$ cat src/rtl/vp_consts.svh
// Constants for clock dividers, cartridge sizes, download indices and ROM width
`ifndef VP_CONSTS_SVH
`define VP_CONSTS_SVH

//////////////////////////////
// Clock-enable dividers
//////////////////////////////

// CPU enable period in clk_sys cycles
`define VP_CPU_DIV_NTSC 8
`define VP_CPU_DIV_PAL 12

// VDC enable period in clk_sys cycles
`define VP_VDC_DIV_NTSC 6
`define VP_VDC_DIV_PAL 10

//////////////////////////////
// Cartridge images
//////////////////////////////

// Image byte counts that pick a bank layout
`define VP_CART_4K 4096
`define VP_CART_8K 8192
`define VP_CART_16K 16384

// Cartridge ROM address width, 16 KiB
`define VP_ROM_AW 14

//////////////////////////////
// Download indices
//////////////////////////////

// XROM image, flat 4K map
`define VP_DL_IDX_XROM 2

// First index that is not a cartridge (font)
`define VP_DL_IDX_FONT 3

`endif
$ cat src/rtl/vp_pkg.sv
// Vector typedefs and packed structs shared by the glue logic
package vp_pkg;

	// Plain vectors
	typedef logic [11:0] cart_addr_t;  // Console cartridge address
	typedef logic [13:0] rom_addr_t;   // Cartridge ROM address
	typedef logic [7:0]  byte_t;
	typedef logic [24:0] dl_addr_t;    // Download byte address
	typedef logic [15:0] img_size_t;   // Image byte count
	typedef logic [23:0] rgb24_t;
	typedef logic [3:0]  vdc_color_t;  // R, G, B, luma

	// Joystick word, active high
	// [0] right [1] left [2] down [3] up [4] action [5] reset
	// [6..14] numpad 1 to 9, [15] numpad 0
	typedef logic [15:0] joy_raw_t;

	// PS/2 event: [10] toggle, [9] pressed, [8] extended, [7:0] scancode
	typedef logic [10:0] ps2_key_t;

	// Download stream from the host
	typedef struct packed {
		logic     active;
		logic     wr;
		byte_t    index;
		dl_addr_t addr;
		byte_t    data;
	} dl_port_t;

	// Console cartridge outputs
	typedef struct packed {
		cart_addr_t addr;
		logic       bs0;
		logic       bs1;
		logic       rd_n;
		logic       cs_n;
	} cart_bus_t;

	// Joystick lines to the console, bit 1 port A, bit 0 port B
	typedef struct packed {
		logic [1:0] up_n;
		logic [1:0] down_n;
		logic [1:0] left_n;
		logic [1:0] right_n;
		logic [1:0] action_n;
		logic       reset_n;
	} joy_ctrl_t;

	// Key event for the keyboard matrix
	typedef struct packed {
		logic  valid;
		logic  released;
		byte_t ascii;
	} key_evt_t;

endpackage

$ cat src/rtl/vp_input_ctrl.sv
// Joystick routing and key encoder for PS/2 scancodes and joystick numpads
`timescale 1ns/100ps

module vp_input_ctrl (
	input  logic              clk_sys,
	input  logic              reset,
	input  logic              joy_swap_i,
	input  vp_pkg::joy_raw_t  joy0_i,
	input  vp_pkg::joy_raw_t  joy1_i,
	input  vp_pkg::ps2_key_t  ps2_key_i,
	output vp_pkg::joy_ctrl_t joy_o,
	output vp_pkg::key_evt_t  key_o
);
	import vp_pkg::*;

	joy_raw_t   joy_a;
	joy_raw_t   joy_b;
	logic [9:0] numpad;     // Both pads ORed
	logic [9:0] numpad_q;
	logic       ps2_tgl_q;
	logic       ps2_evt;
	logic       pad_evt;
	byte_t      ps2_ascii;
	byte_t      pad_ascii;
	byte_t      pad_ascii_q;  // Last held numpad key
	logic       key_valid_q;
	logic       key_rel_q;
	byte_t      key_ascii_q;

	// Scancode set 2 to ASCII, extended bit ignored
	function automatic byte_t ps2_to_ascii(input byte_t code);
		case (code)
			8'h16: return "1";
			8'h1E: return "2";
			8'h26: return "3";
			8'h25: return "4";
			8'h2E: return "5";
			8'h36: return "6";
			8'h3D: return "7";
			8'h3E: return "8";
			8'h46: return "9";
			8'h45: return "0";
			8'h1C: return "a";
			8'h32: return "b";
			8'h21: return "c";
			8'h23: return "d";
			8'h24: return "e";
			8'h2B: return "f";
			8'h34: return "g";
			8'h33: return "h";
			8'h43: return "i";
			8'h3B: return "j";
			8'h42: return "k";
			8'h4B: return "l";
			8'h3A: return "m";
			8'h31: return "n";
			8'h44: return "o";
			8'h4D: return "p";
			8'h15: return "q";
			8'h2D: return "r";
			8'h1B: return "s";
			8'h2C: return "t";
			8'h3C: return "u";
			8'h2A: return "v";
			8'h1D: return "w";
			8'h22: return "x";
			8'h35: return "y";
			8'h1A: return "z";
			8'h29: return " ";
			8'h79: return "+";
			8'h7B: return "-";
			8'h7C: return "*";
			8'h4A: return "/";
			8'h55: return "=";
			8'h1F: return 8'h11;  // Left GUI, yes
			8'h27: return 8'h12;  // Right GUI, no
			8'h5A: return 8'h0A;  // Enter
			8'h66: return 8'h08;  // Backspace
			default: return 8'h00;
		endcase
	endfunction

	// Lowest pressed key wins, key 1 first and key 0 last
	function automatic byte_t pad_to_ascii(input logic [9:0] keys);
		byte_t asc;
		asc = 8'h00;
		for (int i = 9; i >= 0; i--) begin
			if (keys[i]) begin
				asc = (i == 9) ? "0" : byte_t'(8'h31 + i);
			end
		end
		return asc;
	endfunction

	//////////////////////////////
	// Joysticks
	//////////////////////////////

	assign joy_a = joy_swap_i ? joy1_i : joy0_i;
	assign joy_b = joy_swap_i ? joy0_i : joy1_i;

	// Console lines are low when pressed
	assign joy_o.right_n  = {~joy_a[0], ~joy_b[0]};
	assign joy_o.left_n   = {~joy_a[1], ~joy_b[1]};
	assign joy_o.down_n   = {~joy_a[2], ~joy_b[2]};
	assign joy_o.up_n     = {~joy_a[3], ~joy_b[3]};
	assign joy_o.action_n = {~joy_a[4], ~joy_b[4]};
	assign joy_o.reset_n  = ~(joy_a[5] & joy_b[5]);  // Needs both

	//////////////////////////////
	// Key events
	//////////////////////////////

	assign numpad    = joy_a[15:6] | joy_b[15:6];
	assign ps2_evt   = ps2_key_i[10] != ps2_tgl_q;
	assign pad_evt   = numpad != numpad_q;
	assign ps2_ascii = ps2_to_ascii(ps2_key_i[7:0]);
	assign pad_ascii = pad_to_ascii(numpad);

	always_ff @(posedge clk_sys or posedge reset) begin
		if (reset) begin
			ps2_tgl_q   <= 1'b0;
			numpad_q    <= '0;
			key_valid_q <= 1'b0;
		end else begin
			ps2_tgl_q   <= ps2_key_i[10];
			numpad_q    <= numpad;
			key_valid_q <= ps2_evt | pad_evt;  // Single-clock pulse
		end
	end

	always_ff @(posedge clk_sys) begin
		if (ps2_evt) begin  // PS/2 wins a tie
			key_ascii_q <= ps2_ascii;
		end else if (pad_evt) begin
			key_ascii_q <= (|numpad) ? pad_ascii : pad_ascii_q;
		end
		if (|numpad) begin
			pad_ascii_q <= pad_ascii;
		end
		key_rel_q <= ~ps2_key_i[9] & ~(|numpad);
	end

	assign key_o = '{valid: key_valid_q, released: key_rel_q, ascii: key_ascii_q};

endmodule

$ cat config.mk
export PLATFORM = sky130hd
export DESIGN_NAME = vp_input_ctrl
export DESIGN_NICKNAME = d
export VERILOG_FILES = /design/src/rtl/vp_consts.svh /design/src/rtl/vp_pkg.sv /design/src/rtl/vp_input_ctrl.sv
export SDC_FILE = /design/constraint.sdc
export NUM_CORES = 1
export LEC_CHECK = 0
export BUFFER_PORTS_ARGS = -buffer_cell sky130_fd_sc_hd__buf_2
export CORE_UTILIZATION = 42
export CTS_CLUSTER_DIAMETER = 60
export DETAILED_ROUTE_END_ITERATION = 7
export GPL_ROUTABILITY_DRIVEN = 1
export PLACE_DENSITY_LB_ADDON = 0.05
export SETUP_SLACK_MARGIN = 0.3
export SYNTH_ARGS = -nofsm -noshare
export SYNTH_HDL_FRONTEND = slang
export SYNTH_SLANG_ARGS = --single-unit
$ cat constraint.sdc
create_clock -name clk_sys -period 2.3 [get_ports clk_sys]
set_clock_uncertainty 0.15 [all_clocks]
set_input_delay 0.23 -clock clk_sys [delete_from_list [all_inputs] [get_ports clk_sys]]
set_output_delay 0.23 -clock clk_sys [all_outputs]
set_load 0.01 [all_outputs]
Word level (Yosys, flattened, before mapping)
Memory sizes are Yosys's and may differ from the RTL's.
Cells that the tools add are included.
{"block": "totals", "elab_cells": 44, "reg_bits": 29, "mem_bits_ro": 896, "latchBits": 0, "output_inout_bits": 21, "inputBits": 46, "n_memories": 1, "mem_bits_rw": 0}
{"block": "classes", "order_cmp": 0, "eq_ne": 2, "add_sub_neg": 0, "div_mod_pow": 0, "bitwise_logic": 17, "n_reduce_logical": 2, "shifts": 0, "n_mux": 16, "mul": 0}
{"memory": "(name not given)", "depth": 128, "width": 7, "read_ports": 1, "rd_ports_with_merged_regs": 0, "wr": 0, "line": "vp_input_ctrl.sv:32", "source": "case (code)"}
{"operator": "8-bit two-way mux", "count": 13}
{"operator": "16-bit two-way mux", "count": 2}
{"operator": "1-bit inverter", "count": 13}
{"operator": "10-bit inequality test", "count": 1}
{"operator": "10-bit bitwise OR", "count": 1}
{"operator": "10-bit OR reduction", "count": 1}
{"operator": "6-bit two-way mux", "count": 1}
{"operator": "1-bit AND", "count": 2}
{"operator": "2-bit nonzero test", "count": 1}
{"operator": "1-bit inequality test", "count": 1}
{"operator": "1-bit bitwise OR", "count": 1}

Logic depth before layout (Yosys ltp)
Gate-level depths: netlist (run 1).
{"block": "depth", "ltp_word": 15, "depth_mapped": 7, "depth_no_buf": 7}

Least setup slack after synthesis (run 1)
Ideal clock, no wire load.
{"block": "synth_timing", "path_kind": "input to register", "startpoint": "input port ps2_key_i[1]", "endpoint": "register key_ascii_q[4], data pin", "setup_time_ns": 0.256, "path_slack_ns": 0.564, "arrival_ns": 1.329, "required_time_ns": 1.894, "cell_stages": 7, "n_path_buf": 0, "cell_sequence": "inv_1 -> ha_1 -> a21oi_1 -> nor2_1 -> a221oi_1 -> o21ai_0 -> a22o_1"}
{"block": "synth_between", "elab_chain_len": 3}
{"item": "start: declaration", "line": "vp_input_ctrl.sv:10", "source": "input vp_pkg::ps2_key_t ps2_key_i,"}
{"item": "memory 128 x 7 bit"}
{"item": "8-bit two-way mux", "line": "vp_input_ctrl.sv:32"}
{"item": "8-bit two-way mux", "line": "vp_input_ctrl.sv:133", "source": "if (ps2_evt) begin"}
{"item": "end signal: assignment", "line": "vp_input_ctrl.sv:134", "source": "key_ascii_q <= ps2_ascii;"}
{"item": "end signal: assignment", "line": "vp_input_ctrl.sv:136", "source": "key_ascii_q <= (|numpad) ? pad_ascii : pad_ascii_q;"}
{"item": "end: declaration", "line": "vp_input_ctrl.sv:28", "source": "byte_t key_ascii_q;"}
Every way passes these cells.
A chain may end at the register's enable or synchronous reset.

Worst setup path in the final report (run 1)
Ends and elaborated chain as after synthesis.

==> results of run 1 <==
==> synth_stat cells (3+ instances only) <==
master	count
a211oi_1	4
a21oi_1	11
a221oi_1	4
a311oi_1	3
and3_1	3
buf_2	6
clkbuf_1	3
dfrtp_1	12
dfxtp_1	9
edfxtp_1	8
ha_1	8
inv_1	20
mux2i_1	14
nand2_1	15
nand2b_1	11
nand3_1	6
nor2_1	19
nor2_2	3
nor4_1	7
o211ai_1	5
o21ai_0	12
o31ai_1	3
xnor2_1	11
==> metrics by stage <==
stage          power, mW  setup WS (ps)  hold slack [ps]  std cells  utilization [%]
6_report           1.320          446.1            23.68        388            55.72
5_1_grt            1.397          360.2            44.79        388            55.72
4_1_cts            1.328          461.8            22.00        388            55.72
3_5_place_dp      0.9071          222.2            126.3        377            53.24
3_3_place_gp      0.9066          232.9            117.4        377            53.24
2_1_floorplan     0.7804          564.3           -55.30        246                -
==> registers in the layout (all words and copies together) (netlist names) <==
register	cells
key_ascii_q	8
key_rel_q	1
key_valid_q	1
numpad_q	10
pad_ascii_q	8
ps2_tgl_q	1
==> area by class of cell <==
class                           count  area, um2
Tap cell                           67      83.83
Clock buffer                        8      90.09
Timing Repair Buffer               81      452.9
Sequential cell                    29      720.7
Inverter                           20      75.07
Multi-Input combinational cell    183       1279
Fill cell                         461       2147
==> path summary, 6_finish.rpt <==
check | end | slack (ps) | cells past startpoint
setup / recovery | key_ascii_q[4] | 450 | 8
hold reg to reg | pad_ascii_q[4] | 290 | 1
max in group asynchronous | key_valid_q | 1320 | 3
min in group asynchronous | numpad_q[4] | 360 | 3
setup reg to reg | key_ascii_q[3] | 690 | 5
hold / removal | numpad_q[1] | 20 | 3
==> where the power goes <==
| part | leakage, nW | switching [mW] | internal, mW |
|---|---|---|---|
| Clock | 0.0455 | 0.174 | 0.243 |
| Sequential | 0.288 | 0.00740 | 0.553 |
| Combinational | 0.872 | 0.192 | 0.150 |
| Total | 1.21 | 0.374 | 0.947 |
==> cell families (layout without fill, tap and decap cells) <==
family | after synthesis | in the layout | synth area share, %
DFF | 29 | 29 | 33.39
muxes | 14 | 14 | 6.493
buffers and inverters | 34 | 109 | 7.362
and+or+nand+nor | 79 | 79 | 20.06
xor gates and xnor gates | 13 | 13 | 5.275
adders and majority gates | 8 | 8 | 4.638
AOI/OAI and AO/OA | 69 | 69 | 22.78
==> layer usage <==
layer  vias to the layer above  global-route usage, %  part of all wire, %
li1                       1048                      -                    -
met1                       918                  31.45                   50
met2                        81                  29.36                   43
met3                         6                  3.018                  5.8
met4                         0                  6.410                  1.3
met5                         -                      0                    0
==> repair_timing <==
item | 4_1_cts | 5_1_grt
hold endpoints to repair | 14 | 0
buffers inserted | 0 | 0
hold buffers | 3 | 0
==> worst max-delay path, delay by kind of cell <==
family	cells	cell delay (ps)
adders and majority gates	1	310
buffers and inverters	2	250
AOI/OAI and AO/OA	4	890
and+or+nand+nor	1	60
==> placed cells by master, fill, tap and decap left out, types with 3 or more instances in the layout <==
cell           netlist  routed
buf_2                6      65
inv_1               20      20
nor2_1              19      19
nand2_1             15      15
mux2i_1             14      14
buf_4                2      13
o21ai_0             12      12
dfrtp_1             12      12
nand2b_1            11      11
a21oi_1             11      11
xnor2_1             11      11
dfxtp_1              9       9
ha_1                 8       8
edfxtp_1             8       8
nor4_1               7       7
nand3_1              6       6
clkbuf_8             0       6
o211ai_1             5       5
a221oi_1             4       4
a211oi_1             4       4
nor2_2               3       3
and3_1               3       3
o31ai_1              3       3
a311oi_1             3       3
dlygate4sd3_1        0       3
==> flow_summary.yaml, run 1 <==
global_routing:
  grt_pass1_vias: 1719
  grt_usage_pct: 20.59
  antenna_found_initial: 0
  grt_pass1_wl_um: 8452
  grt_overflow_total: 0
  grt_max_degree: 23
floorplanning:
  die-area_mm2: 0.005429
  core_mm2: 0.004848
  fp.dieH_um: 73.69
  fp-row-count: 25
  ios: 67
  die_w_um: 73.69
  initial_core_util_pct: 44.52
clock_network:
  post_cts_resized: 0
  clkSinkCount: 29
  clk_pin_slew_ps: 60
  clockBufferDepth: 2
  numCtsBuffers: 5
  root_buffer: "clkbuf_8"
  tritoncts: "done"
  insertion_delay_ps: 280
  h-tree-depth: 2
worst_setup_path:
  cp.arrival_ps: 1740
  crit_path_start: "ps2_key_i[1]"
  cp_slowest_cell: "ha_1"
  critPathRequiredTime_ps: 2190
  crit_chain: "buf_2 -> inv_1 -> ha_1 -> a21oi_1 -> nor2_1 -> a221oi_1 -> o21ai_0 -> a22o_1"
  r2r_start: "ps2_tgl_q"
  critical_path.max_stage_delay_ps: 310
  worstSetupPathType: "primary input to register"
  end_kind: "register"
  cp_max_fo: 6
  critPathLaunchType: "primary input"
timing:
  hold_violations: 0
  post-route-period-util_pct: 80.61
  period_needed_ps: 1854
  max-slew-margin-rel_pct: 68.25
  drv_slew: 0
  setup_viol: 0
  max_freq_mhz: 539.4
  worst_slew_pin_slew_ps: 475.8
  rsz0062_at_grt: "no"
  tns_ps: 0
place:
  place_hpwl_um: 4160
  io_buffers: 65
  placed_area_mm2: 0.002581
  gp_congestion: 0.9417
layout:
  syn_to_final_growth_pct: 25.16
  stdcell_area_mm2: 0.002701
  fin_nets: 374
  antenna_cells: 0
  drive_gt1_share_pct: 29.60
logic_synthesis:
  synthTopCellsByArea: "dfrtp_1 14%, edfxtp_1 11%, dfxtp_1 8.3%"
  synth-seq-cells: 29
  syn_nets: 300
  ys_warn_count: 0
  avgSynthCellArea_um2: 8.774
  ys_async_sr_fraction_pct: 41.38
  yosysUniqueCellTypes: 59
  synth-seq-area-share_pct: 33.39
  yosysTopAreaCell: "dfrtp_1"
  syn_inst: 246
  synth_flop_cell: "dfrtp_1"
  syn-cell-area_mm2: 0.002158
  synth-edff-count: 8
  synth_top_area_share_pct: 13.91
worst_hold_path:
  worstHoldStart: "joy1_i[7]"
  min_path_type: "primary input to register"
outcome:
  outcome: "finished clean"
detailed_routing:
  detail_route.iter0.violations: 113
  wire_per_inst_um: 13.84
  vias: 2053
  dr.pass1.iters: 4
  remaining_drc_errors: 0
  vias_per_cell: 5.291
  wl_um: 5368
  ant_nets: 0
power:
  pwr_density_cell_mw_per_mm2: 488.7
  p_leak_nw: 1.205
  ir_drop_mv: 0.2633
flow_run:
  maxCapViolCount: 0
No activity file was read; power rests on OpenSTA's default activity.
==> run 2: changes to the inputs <==
- clock period: 2.3 -> 1.64 ns (I/O delays scaled with it)
==> run 2 against run 1 <==
The flow now finishes with violations (negative setup slack). Combinational power increased by 110%. Sequential share of layout area decreased by 6.3 points. Via count increased by 16%. Design area increased by 31%. Die area unchanged. Total power increased by 63%. Critical path depth unchanged. Register-to-register slack got worse by 660 ps. Worst hold slack improved by 50 ps. Critical path type unchanged. Critical endpoint unchanged. Largest cell class unchanged. Highest routed layer unchanged.
==> flow_summary.yaml, run 2 (same netlist as run 1, synthesis figures left out) <==
outcome:
  outcome: "finished, violations left"
  violations: "negative setup slack"
floorplanning:
  fp.dieH_um: 73.69
  initial_core_util_pct: 44.52
  ios: 67
  fp-row-count: 25
  die_w_um: 73.69
  core_mm2: 0.004848
  die-area_mm2: 0.005429
layout:
  regMostFlops: "numpad_q"
  syn_to_final_growth_pct: 63.59
  seq_area_um2: 720.7
  stdcell_area_mm2: 0.003531
  antenna_cells: 0
  layout_common_cells: "62 x buf_2, 60 x buf_4, 18 x inv_1"
  fillers: 358
  fin_nets: 430
  multiInputGateArea_mm2: 0.001589
  fin_cells: 444
  mostFrequentLayoutCell: "buf_2"
  final_util_pct: 72.83
  largest_reg_flops: 10
  drive_gt1_share_pct: 51.99
  largestRegisters: "numpad_q (10), key_ascii_q (8), pad_ascii_q (8)"
clock_network:
  clockBufferDepth: 2
  root_buffer: "clkbuf_8"
  numCtsBuffers: 5
  h-tree-depth: 2
  clkSinkCount: 29
  clk_pin_slew_ps: 60
  tritoncts: "done"
  insertion_delay_ps: 280
power:
  p_leak_nw: 1.550
  pwr_density_cell_mw_per_mm2: 609.2
  ir_drop_mv: 0.3586
  totalPowerFinal_mw: 2.151
timing:
  post-route-period-util_pct: 103.6
  worst_slew_pin_slew_ps: 486.5
  setup_viol: 3
  max_freq_mhz: 588.4
  rsz0062_at_grt: "yes"
  hold_violations: 0
  setup_ws_ps: -59.42
  max-slew-margin-rel_pct: 67.53
  tns_ps: -142.6
  period_needed_ps: 1699
  whs_ps: 73.20
  drv_slew: 0
worst_setup_path:
  critPathBufInv: 2
  end_kind: "register"
  cp_max_fo: 6
  critical_path.max_stage_delay_ps: 340
  crit_chain: "buf_8 -> clkinvlp_4 -> ha_4 -> a21oi_4 -> nor2_1 -> a221oi_2 -> o21ai_1 -> a22o_1"
  cp_slowest_cell: "ha_4"
  critPathRequiredTime_ps: 1520
  cp_top_family: "compound AO/OA/AOI/OAI gates"
  cp.arrival_ps: 1580
  worstSetupPathType: "primary input to register"
  critPathLaunchType: "primary input"
global_routing:
  grt_max_degree: 15
  grt_pass1_vias: 2133
  grt_pass1_wl_um: 10350
  grt_usage_pct: 25.26
  antenna_found_initial: 0
  grt_overflow_total: 0
place:
  io_buffers: 65
  pre_cts_ws_ps: -349.7
  dp_cells: 421
  gp_congestion: 0.9077
  placed_area_mm2: 0.003002
  place_hpwl_um: 4804
detailed_routing:
  ant_nets: 0
  wire_per_inst_um: 15.29
  wl_um: 6787
  vias_per_cell: 5.376
  remaining_drc_errors: 0
  dr.pass1.iters: 4
  vias: 2387
  detail_route.iter0.violations: 156
flow_run:
  maxCapViolCount: 0
worst_hold_path:
  min_path_type: "primary input to register"
run 2: changes by cell type in the layout (fill, tap and decap cells not counted), sizes merged:
| cell | delta |
|---|---|
| buf | +54 |
| dlygate4sd3 | +2 |
| clkbuf | -1 |
| clkinv | +1 |
| clkinvlp | +1 |
| inv | -1 |
run 2: per-layer routing:
metal / wire length (um) / global-route usage, % / up-vias
met5: 0 / 0 / -
met4: 240 / 12.18 / 0
met3: 400 / 4.664 / 25
met2: 3122 / 38.94 / 110
met1: 3024 / 33.87 / 1086
li1: - / - / 1166
run 2: final timing paths:
kind | startpoint | endpoint | slack (ps) | cells after the start
max in group asynchronous | reset | numpad_q[9] | 690 | 3
hold / removal | joy1_i[10] | numpad_q[4] | 70 | 4
setup / recovery | ps2_key_i[1] | key_ascii_q[4] | -60 | 8
hold reg to reg | pad_ascii_q[4] | pad_ascii_q[4] | 290 | 1
setup reg to reg | ps2_tgl_q | key_ascii_q[3] | 30 | 6
min in group asynchronous | reset | key_valid_q | 310 | 3
run 2: worst min-delay path: stages:
cell    delay, ps
buf_2          80
nor2_2         40
buf_4         140
inv_1          50
run 2: cell type report:
cell class                 count  area share, %
inverter                      20          2.303
timing repair buffer         137          27.00
multi-input combinational    183          45.00
sequential                    29          20.41
clock inverter                 1         0.1417
tap                           67          2.374
clock buffer                   7          2.764
run 2: repair_timing:
action | 4_1_cts | 5_1_grt
endpoints found under the hold margin | 16 | 0
gates cloned | 0 | 0
setup buffers | 7 | 3
hold buffers | 5 | 0
resized for setup | 45 | 14
pin swaps | 18 | 10
setup endpoints to repair | 17 | 18
run 2: where the power goes:
part           switching [mW]  internal (mW)
registers              0.0121          0.776
clock network           0.250          0.388
logic                   0.368          0.356
==> run 3: changes to the inputs <==
- clock period: 1.64 -> 1.8 ns (I/O delays scaled with it)
==> run 3 against run 2 <==
The run now ends clean. Clock power decreased by 15%. Design area shrank 3.3%. Critical path depth did not move.
==> flow_summary.yaml, run 3 (same netlist as run 1, synthesis figures left out) <==
outcome:
  outcome: "finished clean"
floorplanning:
  die_w_um: 73.69
  fp-row-count: 25
  fp.dieH_um: 73.69
  initial_core_util_pct: 44.52
  core_mm2: 0.004848
  ios: 67
  die-area_mm2: 0.005429
clock_network:
  clk_pin_slew_ps: 60
  tritoncts: "done"
  numCtsBuffers: 5
  insertion_delay_ps: 280
  root_buffer: "clkbuf_8"
  clockBufferDepth: 2
  h-tree-depth: 2
  clkSinkCount: 29
power:
  p_leak_nw: 1.535
  p_clk_share_pct: 29.0
  pwr_density_cell_mw_per_mm2: 549.1
  power_frac_comb_pct: 32.7
  p_int_mw: 1.321
  ir_drop_mv: 0.3598
  p_seq_share_pct: 38.3
  sw_frac_of_total_pct: 29.50
  totalPowerFinal_mw: 1.874
  power_switching_mw: 0.5529
detailed_routing:
  ant_nets: 0
  remaining_drc_errors: 0
  dr.pass1.iters: 4
  vias: 2365
  vias_per_cell: 5.327
  wl_um: 6379
  wire_per_inst_um: 14.37
  detail_route.iter0.violations: 201
timing:
  max-slew-margin-rel_pct: 66.83
  rsz0062_at_grt: "yes"
  drv_slew: 0
  max_freq_mhz: 600.9
  period_needed_ps: 1664
  whs_ps: 5.158
  setup_viol: 0
  hold_violations: 0
  worst_slew_pin_slew_ps: 497.0
  post-route-period-util_pct: 92.45
  tns_ps: 0
worst_setup_path:
  worstSetupPathType: "primary input to register"
  rr_endpoint: "key_ascii_q[4]"
  r2r_start: "ps2_tgl_q"
  r2r_cells: 5
  critPathLaunchType: "primary input"
  critPathRequiredTime_ps: 1680
  r2r_slack_ps: 220
  cp.arrival_ps: 1550
  end_kind: "register"
  cp_max_fo: 6
layout:
  layout_common_cells: "66 x buf_4, 61 x buf_2, 18 x inv_1"
  regMostFlops: "numpad_q"
  fin_cells: 444
  stdcell_area_mm2: 0.003413
  drive_gt1_share_pct: 50.93
  syn_to_final_growth_pct: 58.14
  largest_reg_flops: 10
  fin_nets: 430
  largestRegisters: "numpad_q (10), key_ascii_q (8), pad_ascii_q (8)"
  antenna_cells: 0
  mostFrequentLayoutCell: "buf_4"
place:
  dp_cells: 424
  place_hpwl_um: 4773
  io_buffers: 65
  placed_area_mm2: 0.002994
  gp_congestion: 0.9458
global_routing:
  antenna_found_initial: 0
  grt_pass1_wl_um: 10260
  grt_overflow_total: 0
  grt_usage_pct: 24.86
  grt_max_degree: 18
  grt_pass1_vias: 2240
worst_hold_path:
  hold_path_end: "numpad_q[6]"
  min_path_type: "primary input to register"
  holdPathStages: 3
  worstHoldStart: "joy0_i[12]"
flow_run:
  maxCapViolCount: 0
-- run 3: per-stage QoR --
stage               util, %  worst slack, ps
floorplan                 -            143.6
finish                70.40            136.0
global route          70.40            83.18
detailed placement    61.75           -184.1
global placement      61.75           -179.0
CTS                   68.83            177.7
-- run 3: worst max path at each step --
stage | from | slack (ps) | endpoint | cells after the start
floorplan | ps2_key_i[1] | 140 | key_ascii_q[3] | 7
global placement | ps2_key_i[1] | -180 | key_ascii_q[2] | 8
detailed placement | ps2_key_i[1] | -180 | key_ascii_q[2] | 8
CTS | ps2_key_i[1] | 180 | key_ascii_q[6] | 7
global route | ps2_key_i[1] | 80 | key_ascii_q[6] | 8
finish | ps2_key_i[1] | 140 | key_ascii_q[6] | 8
-- run 3: power by group through the flow --
| stage | Combinational (mW) | Sequential (mW) | Clock [mW] |
|---|---|---|---|
| 2_1_floorplan | 0.269 | 0.739 | 0 |
| 4_1_cts | 0.582 | 0.717 | 0.549 |
| 3_3_place_gp | 0.515 | 0.730 | 0 |
| 3_5_place_dp | 0.518 | 0.730 | 0 |
| 6_report | 0.613 | 0.718 | 0.544 |
| 5_1_grt | 0.662 | 0.721 | 0.575 |
-- run 3: what timing repair did --
item / in CTS / in global routing
hold buffers: 4 / 0
gates cloned: 0 / 0
setup buffers: 5 / 3
endpoints found under the hold margin: 15 / 0
pin swaps: 17 / 9
gates resized for setup: 38 / 11
endpoints found under the setup margin: 16 / 15
-- run 3: cell type report --
cell class,instances,area (um2)
Clock buffer,8,90.09
Fill cell,362,1435
Inverter,20,78.83
Multi-Input combinational cell,183,1519
Sequential cell,29,720.7
Tap cell,67,83.83
Timing Repair Buffer,137,920.9
-- run 3: critical path, stage by stage --
cell,delay (ps)
buf_8,80
clkinvlp_4,180
ha_4,230
nand2b_4,150
nand2_2,60
o211ai_1,90
a311o_1,340
a32o_1,220
-- run 3: routing by layer --
metal	part of all wire, %	GRT usage, %
met5	0	0
met2	46	40.57
met3	6.7	5.624
met4	1.7	8.120
met1	46	32.35
